[src/mdu_pkg.sv]
// ==================================================
// shared widths, M-extension operation codes and
// request/response types of the multiply/divide unit
// ==================================================
package mdu_pkg;

    // operand and result width
    localparam int xlen   = 32;

    // destination register number
    localparam int tag_w  = 5;

    // full product width
    localparam int prod_w = 2 * xlen;

    // funct3 order of the M extension
    typedef enum logic [2:0] {
        op_mul    = 3'd0,
        op_mulh   = 3'd1,
        op_mulhsu = 3'd2,
        op_mulhu  = 3'd3,
        op_div    = 3'd4,
        op_divu   = 3'd5,
        op_rem    = 3'd6,
        op_remu   = 3'd7
    } mdu_op_t;

    typedef struct packed {
        mdu_op_t          op;
        logic [xlen-1:0]  rs1;
        logic [xlen-1:0]  rs2;
        logic [tag_w-1:0] rd;
    } mdu_req_t;

    // result tagged with the request's rd
    typedef struct packed {
        logic [xlen-1:0]  result;
        logic [tag_w-1:0] rd;
    } mdu_resp_t;

endpackage
[src/mdu_top.sv]
// ==================================================
// M-extension execute unit: controller, multiplier
// and divider
// ==================================================
`timescale 1ns/1ps

module mdu_top (
    input  logic                  clk,
    input  logic                  rst_n,
    input  mdu_pkg::mdu_req_t     req,
    input  logic                  req_valid,
    output logic                  req_ready,
    output mdu_pkg::mdu_resp_t    resp,
    output logic                  resp_valid,
    input  logic                  resp_ready
);
    import mdu_pkg::*;

    logic                mul_start;
    logic [xlen-1:0]     mul_a;
    logic [xlen-1:0]     mul_b;
    logic                mul_a_signed;
    logic                mul_b_signed;
    logic [prod_w-1:0]   mul_product;
    logic                mul_done;
    logic                div_start;
    logic [xlen-1:0]     div_dividend;
    logic [xlen-1:0]     div_divisor;
    logic                div_is_signed;
    logic [xlen-1:0]     div_quotient;
    logic [xlen-1:0]     div_remainder;
    logic                div_done;

    mdu_ctrl ctrl_i (
        .clk           (clk),
        .rst_n         (rst_n),
        .req           (req),
        .req_valid     (req_valid),
        .req_ready     (req_ready),
        .resp          (resp),
        .resp_valid    (resp_valid),
        .resp_ready    (resp_ready),
        .mul_start     (mul_start),
        .mul_a         (mul_a),
        .mul_b         (mul_b),
        .mul_a_signed  (mul_a_signed),
        .mul_b_signed  (mul_b_signed),
        .mul_done      (mul_done),
        .mul_product   (mul_product),
        .div_start     (div_start),
        .div_dividend  (div_dividend),
        .div_divisor   (div_divisor),
        .div_is_signed (div_is_signed),
        .div_done      (div_done),
        .div_quotient  (div_quotient),
        .div_remainder (div_remainder)
    );

    mul_unit mul_i (
        .clk      (clk),
        .rst_n    (rst_n),
        .start    (mul_start),
        .a        (mul_a),
        .b        (mul_b),
        .a_signed (mul_a_signed),
        .b_signed (mul_b_signed),
        .product  (mul_product),
        .done     (mul_done)
    );

    div_unit div_i (
        .clk       (clk),
        .rst_n     (rst_n),
        .start     (div_start),
        .is_signed (div_is_signed),
        .dividend  (div_dividend),
        .divisor   (div_divisor),
        .quotient  (div_quotient),
        .remainder (div_remainder),
        .done      (div_done)
    );

endmodule

[src/div_unit.sv]
// ==================================================
// radix-2 non-restoring divider with sign correction
// ==================================================
`timescale 1ns/1ps

module div_unit (
    input  logic                          clk,
    input  logic                          rst_n,
    input  logic                          start,
    input  logic                          is_signed,
    input  logic [mdu_pkg::xlen-1:0]      dividend,
    input  logic [mdu_pkg::xlen-1:0]      divisor,
    output logic [mdu_pkg::xlen-1:0]      quotient,
    output logic [mdu_pkg::xlen-1:0]      remainder,
    output logic                          done
);
    import mdu_pkg::*;

    typedef enum logic [1:0] {
        st_idle,
        st_load,
        st_iter,
        st_fix
    } state_t;

    state_t            state_q;
    logic [xlen-1:0]   cnt_q;
    // one extra sign bit so unsigned divisors above 2^31 fit
    logic [2*xlen:0]   r_q;
    logic [xlen-1:0]   d_q;
    // 1 for a +1 digit, 0 for -1
    logic [xlen-1:0]   q_q;
    logic              dividend_neg_q;
    logic              divisor_neg_q;
    logic [2*xlen:0]   r_shift;
    logic [2*xlen:0]   d_ext;
    logic [xlen:0]     rem_fixed;
    logic [xlen-1:0]   q_bin;
    logic [xlen-1:0]   quotient_abs;
    logic [xlen-1:0]   remainder_abs;

    assign r_shift = {r_q[2*xlen-1:0], 1'b0};
    assign d_ext   = {1'b0, d_q, {xlen{1'b0}}};

    // digit set {-1,+1} to binary
    assign q_bin     = q_q - ~q_q;
    assign rem_fixed = r_q[2*xlen:xlen] + {1'b0, d_q};

    always_comb begin
        if (r_q[2*xlen]) begin
            // negative remainder, step back once
            remainder_abs = rem_fixed[xlen-1:0];
            quotient_abs  = q_bin - 1'b1;
        end else begin
            remainder_abs = r_q[2*xlen-1:xlen];
            quotient_abs  = q_bin;
        end
    end

    always_ff @(posedge clk or negedge rst_n) begin
        if (!rst_n) begin
            state_q <= st_idle;
            cnt_q   <= '0;
            done    <= 1'b0;
        end else begin
            done <= 1'b0;
            case (state_q)
                st_idle: begin
                    if (start) state_q <= st_load;
                end
                st_load: begin
                    state_q <= st_iter;
                    cnt_q   <= {1'b1, {(xlen-1){1'b0}}};
                end
                st_iter: begin
                    cnt_q <= cnt_q >> 1;
                    if (cnt_q[0]) state_q <= st_fix;
                end
                st_fix: begin
                    state_q <= st_idle;
                    done    <= 1'b1;
                end
                default: state_q <= st_idle;
            endcase
        end
    end

    always_ff @(posedge clk) begin
        case (state_q)
            st_idle: begin
                if (start) begin
                    r_q            <= {{(xlen+1){1'b0}}, dividend};
                    d_q            <= divisor;
                    q_q            <= '0;
                    dividend_neg_q <= is_signed && dividend[xlen-1];
                    divisor_neg_q  <= is_signed && divisor[xlen-1];
                end
            end
            st_load: begin
                // magnitudes; -2^31 stays 2^31 unsigned
                if (dividend_neg_q) r_q[xlen-1:0] <= -r_q[xlen-1:0];
                if (divisor_neg_q) d_q <= -d_q;
            end
            st_iter: begin
                if (r_q[2*xlen]) begin
                    r_q <= r_shift + d_ext;
                    q_q <= {q_q[xlen-2:0], 1'b0};
                end else begin
                    r_q <= r_shift - d_ext;
                    q_q <= {q_q[xlen-2:0], 1'b1};
                end
            end
            st_fix: begin
                quotient  <= (dividend_neg_q ^ divisor_neg_q) ? -quotient_abs
                                                              : quotient_abs;
                // remainder follows the dividend
                remainder <= dividend_neg_q ? -remainder_abs : remainder_abs;
            end
            default: begin
                r_q <= r_q;
            end
        endcase
    end

    start_when_idle: assert property (@(posedge clk) disable iff (!rst_n)
        start |-> state_q == st_idle);

endmodule

[src/mul_unit.sv]
// ==================================================
// two-stage pipelined 33x33 signed multiplier
// ==================================================
`timescale 1ns/1ps

module mul_unit (
    input  logic                          clk,
    input  logic                          rst_n,
    input  logic                          start,
    input  logic [mdu_pkg::xlen-1:0]      a,
    input  logic [mdu_pkg::xlen-1:0]      b,
    input  logic                          a_signed,
    input  logic                          b_signed,
    output logic [mdu_pkg::prod_w-1:0]    product,
    output logic                          done
);
    import mdu_pkg::*;

    logic signed [xlen:0]     a_q;
    logic signed [xlen:0]     b_q;
    logic signed [prod_w+1:0] prod_full;
    logic [prod_w-1:0]        product_q;
    logic [1:0]               vld_q;

    // 33-bit signed operands make mulhsu a plain signed multiply
    assign prod_full = a_q * b_q;

    always_ff @(posedge clk) begin
        if (start) begin
            a_q <= {a_signed & a[xlen-1], a};
            b_q <= {b_signed & b[xlen-1], b};
        end
        if (vld_q[0]) begin
            product_q <= prod_full[prod_w-1:0];
        end
    end

    // one bit per stage
    always_ff @(posedge clk or negedge rst_n) begin
        if (!rst_n) begin
            vld_q <= 2'b00;
        end else begin
            vld_q <= {vld_q[0], start};
        end
    end

    assign product = product_q;
    assign done    = vld_q[1];

endmodule

[src/mdu_ctrl.sv]
// ==================================================
// request decode, divide special cases, result
// selection and response holding
// ==================================================
`timescale 1ns/1ps

module mdu_ctrl (
    input  logic                          clk,
    input  logic                          rst_n,
    input  mdu_pkg::mdu_req_t             req,
    input  logic                          req_valid,
    output logic                          req_ready,
    output mdu_pkg::mdu_resp_t            resp,
    output logic                          resp_valid,
    input  logic                          resp_ready,
    output logic                          mul_start,
    output logic [mdu_pkg::xlen-1:0]      mul_a,
    output logic [mdu_pkg::xlen-1:0]      mul_b,
    output logic                          mul_a_signed,
    output logic                          mul_b_signed,
    input  logic                          mul_done,
    input  logic [mdu_pkg::prod_w-1:0]    mul_product,
    output logic                          div_start,
    output logic [mdu_pkg::xlen-1:0]      div_dividend,
    output logic [mdu_pkg::xlen-1:0]      div_divisor,
    output logic                          div_is_signed,
    input  logic                          div_done,
    input  logic [mdu_pkg::xlen-1:0]      div_quotient,
    input  logic [mdu_pkg::xlen-1:0]      div_remainder
);
    import mdu_pkg::*;

    typedef enum logic [1:0] {
        st_idle,
        st_wait_mul,
        st_wait_div,
        st_respond
    } state_t;

    state_t          state_q;
    mdu_req_t        req_q;
    logic            zero_q;
    logic            ovf_q;
    logic            accept;
    logic            div_zero;
    logic            div_ovf;
    logic            special;
    logic            is_rem;
    logic            resp_load;
    logic [xlen-1:0] mul_result;
    logic [xlen-1:0] div_result;
    logic [xlen-1:0] special_result;
    mdu_resp_t       resp_next;

    assign req_ready  = (state_q == st_idle);
    assign resp_valid = (state_q == st_respond);
    assign accept     = req_valid && req_ready;

    // checked on the incoming request
    assign div_zero = (req.rs2 == '0);
    assign div_ovf  = (req.op == op_div || req.op == op_rem)
                   && (req.rs1 == {1'b1, {(xlen-1){1'b0}}})
                   && (req.rs2 == '1);

    // operands come from the held request
    assign mul_a         = req_q.rs1;
    assign mul_b         = req_q.rs2;
    assign mul_a_signed  = (req_q.op == op_mulh) || (req_q.op == op_mulhsu);
    assign mul_b_signed  = (req_q.op == op_mulh);
    assign div_dividend  = req_q.rs1;
    assign div_divisor   = req_q.rs2;
    assign div_is_signed = (req_q.op == op_div) || (req_q.op == op_rem);

    assign is_rem  = (req_q.op == op_rem) || (req_q.op == op_remu);
    assign special = zero_q || ovf_q;

    // low half only for mul
    assign mul_result = (req_q.op == op_mul) ? mul_product[xlen-1:0]
                                             : mul_product[prod_w-1:xlen];
    assign div_result = is_rem ? div_remainder : div_quotient;

    // x/0 -> all ones, rem x; overflow -> x, rem 0
    assign special_result = zero_q ? (is_rem ? req_q.rs1 : '1)
                                   : (is_rem ? '0 : req_q.rs1);

    always_comb begin
        resp_load        = 1'b0;
        resp_next.rd     = req_q.rd;
        resp_next.result = div_result;
        case (state_q)
            st_wait_mul: begin
                resp_load        = mul_done;
                resp_next.result = mul_result;
            end
            st_wait_div: begin
                resp_load = div_done || special;
                if (special) begin
                    resp_next.result = special_result;
                end
            end
            default: begin
                resp_load = 1'b0;
            end
        endcase
    end

    always_ff @(posedge clk or negedge rst_n) begin
        if (!rst_n) begin
            state_q   <= st_idle;
            mul_start <= 1'b0;
            div_start <= 1'b0;
        end else begin
            mul_start <= 1'b0;
            div_start <= 1'b0;
            case (state_q)
                st_idle: begin
                    if (accept && req.op[2]) begin
                        state_q   <= st_wait_div;
                        div_start <= !(div_zero || div_ovf);
                    end else if (accept) begin
                        state_q   <= st_wait_mul;
                        mul_start <= 1'b1;
                    end
                end
                st_wait_mul: begin
                    if (mul_done) state_q <= st_respond;
                end
                st_wait_div: begin
                    if (div_done || special) state_q <= st_respond;
                end
                st_respond: begin
                    if (resp_ready) state_q <= st_idle;
                end
                default: state_q <= st_idle;
            endcase
        end
    end

    always_ff @(posedge clk) begin
        if (accept) begin
            req_q  <= req;
            zero_q <= div_zero;
            ovf_q  <= div_ovf;
        end
        if (resp_load) begin
            resp <= resp_next;
        end
    end

    resp_held: assert property (@(posedge clk) disable iff (!rst_n)
        resp_valid && !resp_ready |=> resp_valid && $stable(resp));

    // a unit only answers a started operation
    no_done_in_idle: assert property (@(posedge clk) disable iff (!rst_n)
        state_q == st_idle |-> !mul_done && !div_done);

endmodule

[config.mk]
export PLATFORM = sky130hd
export DESIGN_NAME = mdu_top
export DESIGN_NICKNAME = d
export VERILOG_FILES = /design/src/mdu_pkg.sv /design/src/mdu_top.sv /design/src/div_unit.sv /design/src/mul_unit.sv /design/src/mdu_ctrl.sv
export SDC_FILE = /design/constraint.sdc
export NUM_CORES = 2
export LEC_CHECK = 0
export BUFFER_PORTS_ARGS = -buffer_cell sky130_fd_sc_hd__buf_2
export CORE_UTILIZATION = 60
export DETAILED_ROUTE_END_ITERATION = 10
export GPL_ROUTABILITY_DRIVEN = 1
export PLACE_DENSITY = 0.84
export SYNTH_ARGS = -nofsm -noshare
export SYNTH_HDL_FRONTEND = slang
export SYNTH_SLANG_ARGS = --single-unit
[constraint.sdc]
create_clock -name clk -period 21.1 [get_ports clk]
set_input_delay 2.11 -clock clk [delete_from_list [all_inputs] [get_ports clk]]
set_output_delay 2.11 -clock clk [all_outputs]
set_load 0.02 [all_outputs]
== After elaboration in Yosys (flattened, before gate mapping) ==
Cells that the tools add are included.
Storage, ports and cells
  bits in registers: 477
  input port bits: 76
  output and inout bits: 39
  word-level logic and storage cells: 130
Operators by class
  add/sub/neg operators: 9
  multipliers: 1
  equal/unequal tests: 23
  multiplexer cells: 39
  bitwise operators: 4
  reduce and logical (&&, ||, !) cells: 28
Operators by type and width (number)
  $mux 32: 14
  $pmux 32 s2: 4
  $mux 65: 2
  $neg 32->32: 4
  $pmux 32 s3: 1
  $pmux 33 s2: 1
  $add 65x64->65: 1
  $sub 65x64->65: 1
  $eq 32x32->1 const B: 2
  $mul 33x33->64: 1
  $add 32x32->32: 1
  $logic_not 32->1: 1
  $not 32->32: 1
  $sub 32x1->32 const B: 1
  $sub 32x32->32: 1
  $pmux 2 s4: 2
  $eq 3x3->1 const B: 5
  $mux 2: 7
  $ne 2x1->1 const B: 6
  $eq 2x2->1 const B: 4
  $logic_or 1x1->1: 7
  $mux 1: 7
  $logic_and 1x1->1: 6
  $reduce_and 2->1: 3
  other kinds (15): 21

== Depth between registers and ports, before layout ==
  depth in word-level cells: 8
  depth in mapped cells: 30
  gate-level depth less buffers: 28

== By module ==
A second synthesis with hierarchy kept.
Unflattened totals
  cells, all modules: 6349
  area, all modules: 64370.5 um2
Modules (own cells, without submodules)
  mul_unit: times used 1, cells an instance 4265, area an instance 42259.3 um2, sequential area each 3953.8 um2
  div_unit: times used 1, cells an instance 1584, area an instance 15620.0 um2, sequential area each 6701.4 um2
  mdu_ctrl: times used 1, cells an instance 500, area an instance 6491.2 um2, sequential area each 3433.3 um2

== Worst setup path before layout ==
Ideal clock, no wire load.
  kind: register to register
  start point: reg mul_i.b_q[6]
  end point: reg mul_i.product_q[63] (netlist: mul_i.product[63]) (data pin)
  library setup time: 260 ps
  data arrival time: 7521 ps
  required time: 20840 ps
  path slack: 13319 ps
  stages on the path, launching flop included: 26
  path through: edfxtp_1 clkbuf_1 nand2_1 inv_1 fa_1 inv_1 fa_1 inv_1 fa_1 fa_1 inv_1 fa_1 fa_1 fa_1 fa_1 inv_1 ha_1 a21o_1 a21o_1 a21oi_1 nand3b_1 o21a_1 a21o_1 a221o_1 a21oi_1 xnor2_1
Between the ends
  word-level cells in the longest chain between the ends: 1
Ends and longest elaborated chain
  from (decl): line mul_unit.sv:20  | logic signed [xlen:0] b_q;
  from (signal assigned): line mul_unit.sv:31  | b_q <= {b_signed & b[xlen-1], b};
  $mul 33x33->64: line mul_unit.sv:26  | assign prod_full = a_q * b_q;
  named net mul_i.prod_full[63]: line mul_unit.sv:21  | logic signed [prod_w+1:0] prod_full;
  to (signal assigned): line mul_unit.sv:34  | product_q <= prod_full[prod_w-1:0];
  to (decl): line mul_unit.sv:22  | logic [prod_w-1:0] product_q;
The timed path passes the listed nets, and every way through them passes these cells.
A chain may end at the register's enable or synchronous reset.

== Worst setup path in the final report ==
  start point: reg mul_i.b_q[2]
  end point: reg mul_i.product_q[63] (netlist: mul_i.product[63]) (data pin)
Same word-level chain as after synthesis.

==> flow_summary_export.csv <==
group,metric,value,unit
run_status,status,"complete, no violations",
timing,drv_slew,0,
worst_setup_path,slowest_stage,"fa_1",
cts,root_buffer,"clkbuf_16",
worst_setup_path,critical_path.top_delay_family,"adder cells",
cts,cts_setup_buffers,0,
worst_setup_path,cp_common_cell,"fa_1",
job,max_cap_violations,0,
finish,drive_gt1_frac,0.0649,
cts,post_cts_resized,0,
route,vias_per_cell,5.86,
floorplanning,die-area,0.106,mm^2
synthesis,yosys.cell_types.count,102,
route,avgRoutedWirePerCell,21.4,um
timing,slew-limit-headroom,0.154,
finish,fillers,7793,
hold_path,min_path_type,"register to register",
timing,fmax,114,MHz
finish,nets,7667,
cts,hold_buffers,0,
synthesis,yosys_warnings,0,
synthesis,syn_nets,7713,
timing,setup_ws,12.31,ns
finish,fin_util,0.638,
timing,setup-tns-final,0,ns
timing,setup_viol,0,
cts,cts_tree,"built",
timing,layout_min_cycle_time,8.79,ns
synthesis,ys_ff_latch,476,
worst_setup_path,arrival,9.11,ns
global_routing,grt_antenna_before_repair,7,
synthesis,syn-mean-instance-area,10.1,um^2
place,post-place-ws,12.31,ns
place,portBuffers,114,
global_routing,grt_util_all_layers,0.319,
floorplanning,initial_core_util,0.605,
finish,regArea,0.0141,mm^2
timing,final.setup_skew,0.0340,ns
global_routing,grt_pass1_vias,47800,
cts,cts_num_sinks,476,
global_routing,grt_first_pass_wirelength,262,mm
finish,multi_input_area,0.0429,mm^2
timing,rsz0062_at_grt,"no",
global_routing,grt_overflow,0,
cts,clock_latency,0.60,ns
timing,worst_pin_slew,1.27,ns
synthesis,synthFlopType,"edfxtp_1",
cts,cts_max_path_buffers,3,
synthesis,netlist_area,0.0626,mm^2
route,vias,44500,
global_routing,grt_max_degree,99,
route,drc_errors,0,
synthesis,ys_seq_area_frac,0.225,
worst_setup_path,worst-path-buf-inv,2,
floorplanning,io_pins,115,
cts,cts_buffers,45,
worst_setup_path,critPathMaxFanout,33,
cts,clk_pin_slew,0.07,ns
worst_setup_path,critPathCaptureType,"register",
route,drtPass1Iterations,6,
worst_setup_path,slowest_delay,1.13,ns
floorplanning,row_count,118,
finish,area_growth,5.45,%
floorplanning,die_x,325,um
synthesis,synth-edff-count,435,
place,place.gp.congestion,0.954,
synthesis,async_reset_ff_frac,0.0861,
synthesis,synth_cells,6222,
route,postRouteWirelength,163,mm
route,drtIter0Drc,4303,
place,dpl.hpwl,127,mm
timing,period_share,0.416,
worst_setup_path,crit_type,"register to register",
timing,finalHoldViolations,0,
floorplanning,die_h,325,um
floorplanning,core,0.103,mm^2
worst_setup_path,crit_path_start_kind,"register",
worst_setup_path,crit_chain,"and2_1 > fa_1 > fa_1 > fa_1 > fa_1 > inv_1 > fa_1 > fa_1 > fa_1 > fa_1 > inv_1 > ha_1 > a21o_1 > a21o_1 > a21oi_1 > nand3b_1 > o21a_1 > a21o_1 > a221o_1 > a21oi_1 > xnor2_1",
route,ant_nets,0,
cts,h-tree-depth,2,
worst_setup_path,critPathRequiredTime,21.43,ns
[worst paths after layout]
kind	from	end	slack (ns)	cells past startpoint
worst min-delay path	ctrl_i.req_q[4]$_DFFE_PP_	ctrl_i.resp[4]$_DFFE_PP_	0.42	0
min in group asynchronous	rst_n	div_i.cnt_q[31]$_DFFE_PN0N_	1.68	1
max in group asynchronous	rst_n	ctrl_i.mul_start$_DFF_PN0_	18.75	1
worst max register to register	mul_i.b_q[2]$_DFFE_PP_	mul_i.product[63]$_DFFE_PP_	12.31	21
worst max-delay path	mul_i.b_q[2]$_DFFE_PP_	mul_i.product[63]$_DFFE_PP_	12.31	21
worst min register to register	ctrl_i.req_q[4]$_DFFE_PP_	ctrl_i.resp[4]$_DFFE_PP_	0.42	0
[flip-flops by register name, indices dropped and copies added (netlist names), 33 cells and up]
register,cells
mul_i.b_q,33
ctrl_i.resp,37
div_i.r_q,65
mul_i.product,64
mul_i.a_q,33
[synthesized netlist by cell type (44+ instances only)]
library cell	count	area share
a21o_1	60	0.0072
a21oi_1	151	0.012
a22oi_1	51	0.0061
and2_1	580	0.058
clkbuf_1	277	0.017
edfxtp_1	435	0.21
fa_1	1127	0.36
ha_1	288	0.058
inv_1	1203	0.072
mux2_2	69	0.012
nand2_1	754	0.045
nand3_1	47	0.0038
nor2_1	184	0.011
nor2b_1	44	0.0044
nor3_1	56	0.0045
o21ai_0	140	0.011
xnor2_1	151	0.021
xor2_1	100	0.014
[cell usage in the layout, fill, tap and decap left out, types with 18 or more instances in the layout]
cell	n
o21a_1	18
or3_1	18
mux2i_1	41
nand2_1	753
xnor2_1	151
inv_1	1203
edfxtp_1	435
and3_1	20
nor3_1	54
nor2_1	183
nor4_1	31
buf_4	86
a31oi_1	19
nor2b_1	44
mux2_2	69
nand4_1	27
nand3_1	47
and2_1	579
dfrtp_1	39
clkbuf_16	47
fa_1	1127
buf_2	114
ha_1	284
o22ai_1	35
xor2_1	100
a21oi_1	149
o21ai_0	139
a21o_1	60
a22oi_1	51
nand2b_1	24
[area by class of cell]
| cell class | count | share of cell area |
|---|---|---|
| tap | 1380 | 0.0261 |
| timing repair buffer | 200 | 0.0184 |
| multi-input combinational | 4248 | 0.650 |
| sequential | 476 | 0.213 |
| inverter | 1205 | 0.0685 |
| antenna | 4 | 0.000152 |
| clock inverter | 27 | 0.00462 |
| clock buffer | 57 | 0.0185 |
[metal layers]
layer | GRT usage | wire length, um
met1 | 0.417 | 60500
met3 | 0.0627 | 16400
met4 | 0.142 | 8210
met2 | 0.519 | 77300
met5 | 0 | 41
[logic make-up (layout without fill, tap and decap cells)]
group                    count (synthesis)  in the layout  share of synthesized area
buffers and inverters                 1498           1489                     0.0902
XOR/XNOR                               251            251                     0.0351
multiplexers                           111            111                     0.0191
AO/OA/AOI/OAI                          614            614                     0.0643
AND/OR/NAND/NOR                       1857           1857                      0.149
other                                    0              4                          0
flip-flops                             476            476                      0.225
adder cells (fa/ha/maj)               1415           1415                      0.418
[through the flow]
stage,hold WS [ns],instances,area [um^2]
floorplan,0.400,6222,62600
global placement,0.401,7509,64500
detailed placement,0.408,7509,64500
CTS,0.426,7593,66000
global route,0.439,7594,66000
finish,0.424,7597,66000
Power is left out: the tool's default activity adds up to more than one toggle a clock period on the data nets, which glitch-free logic cannot reach.
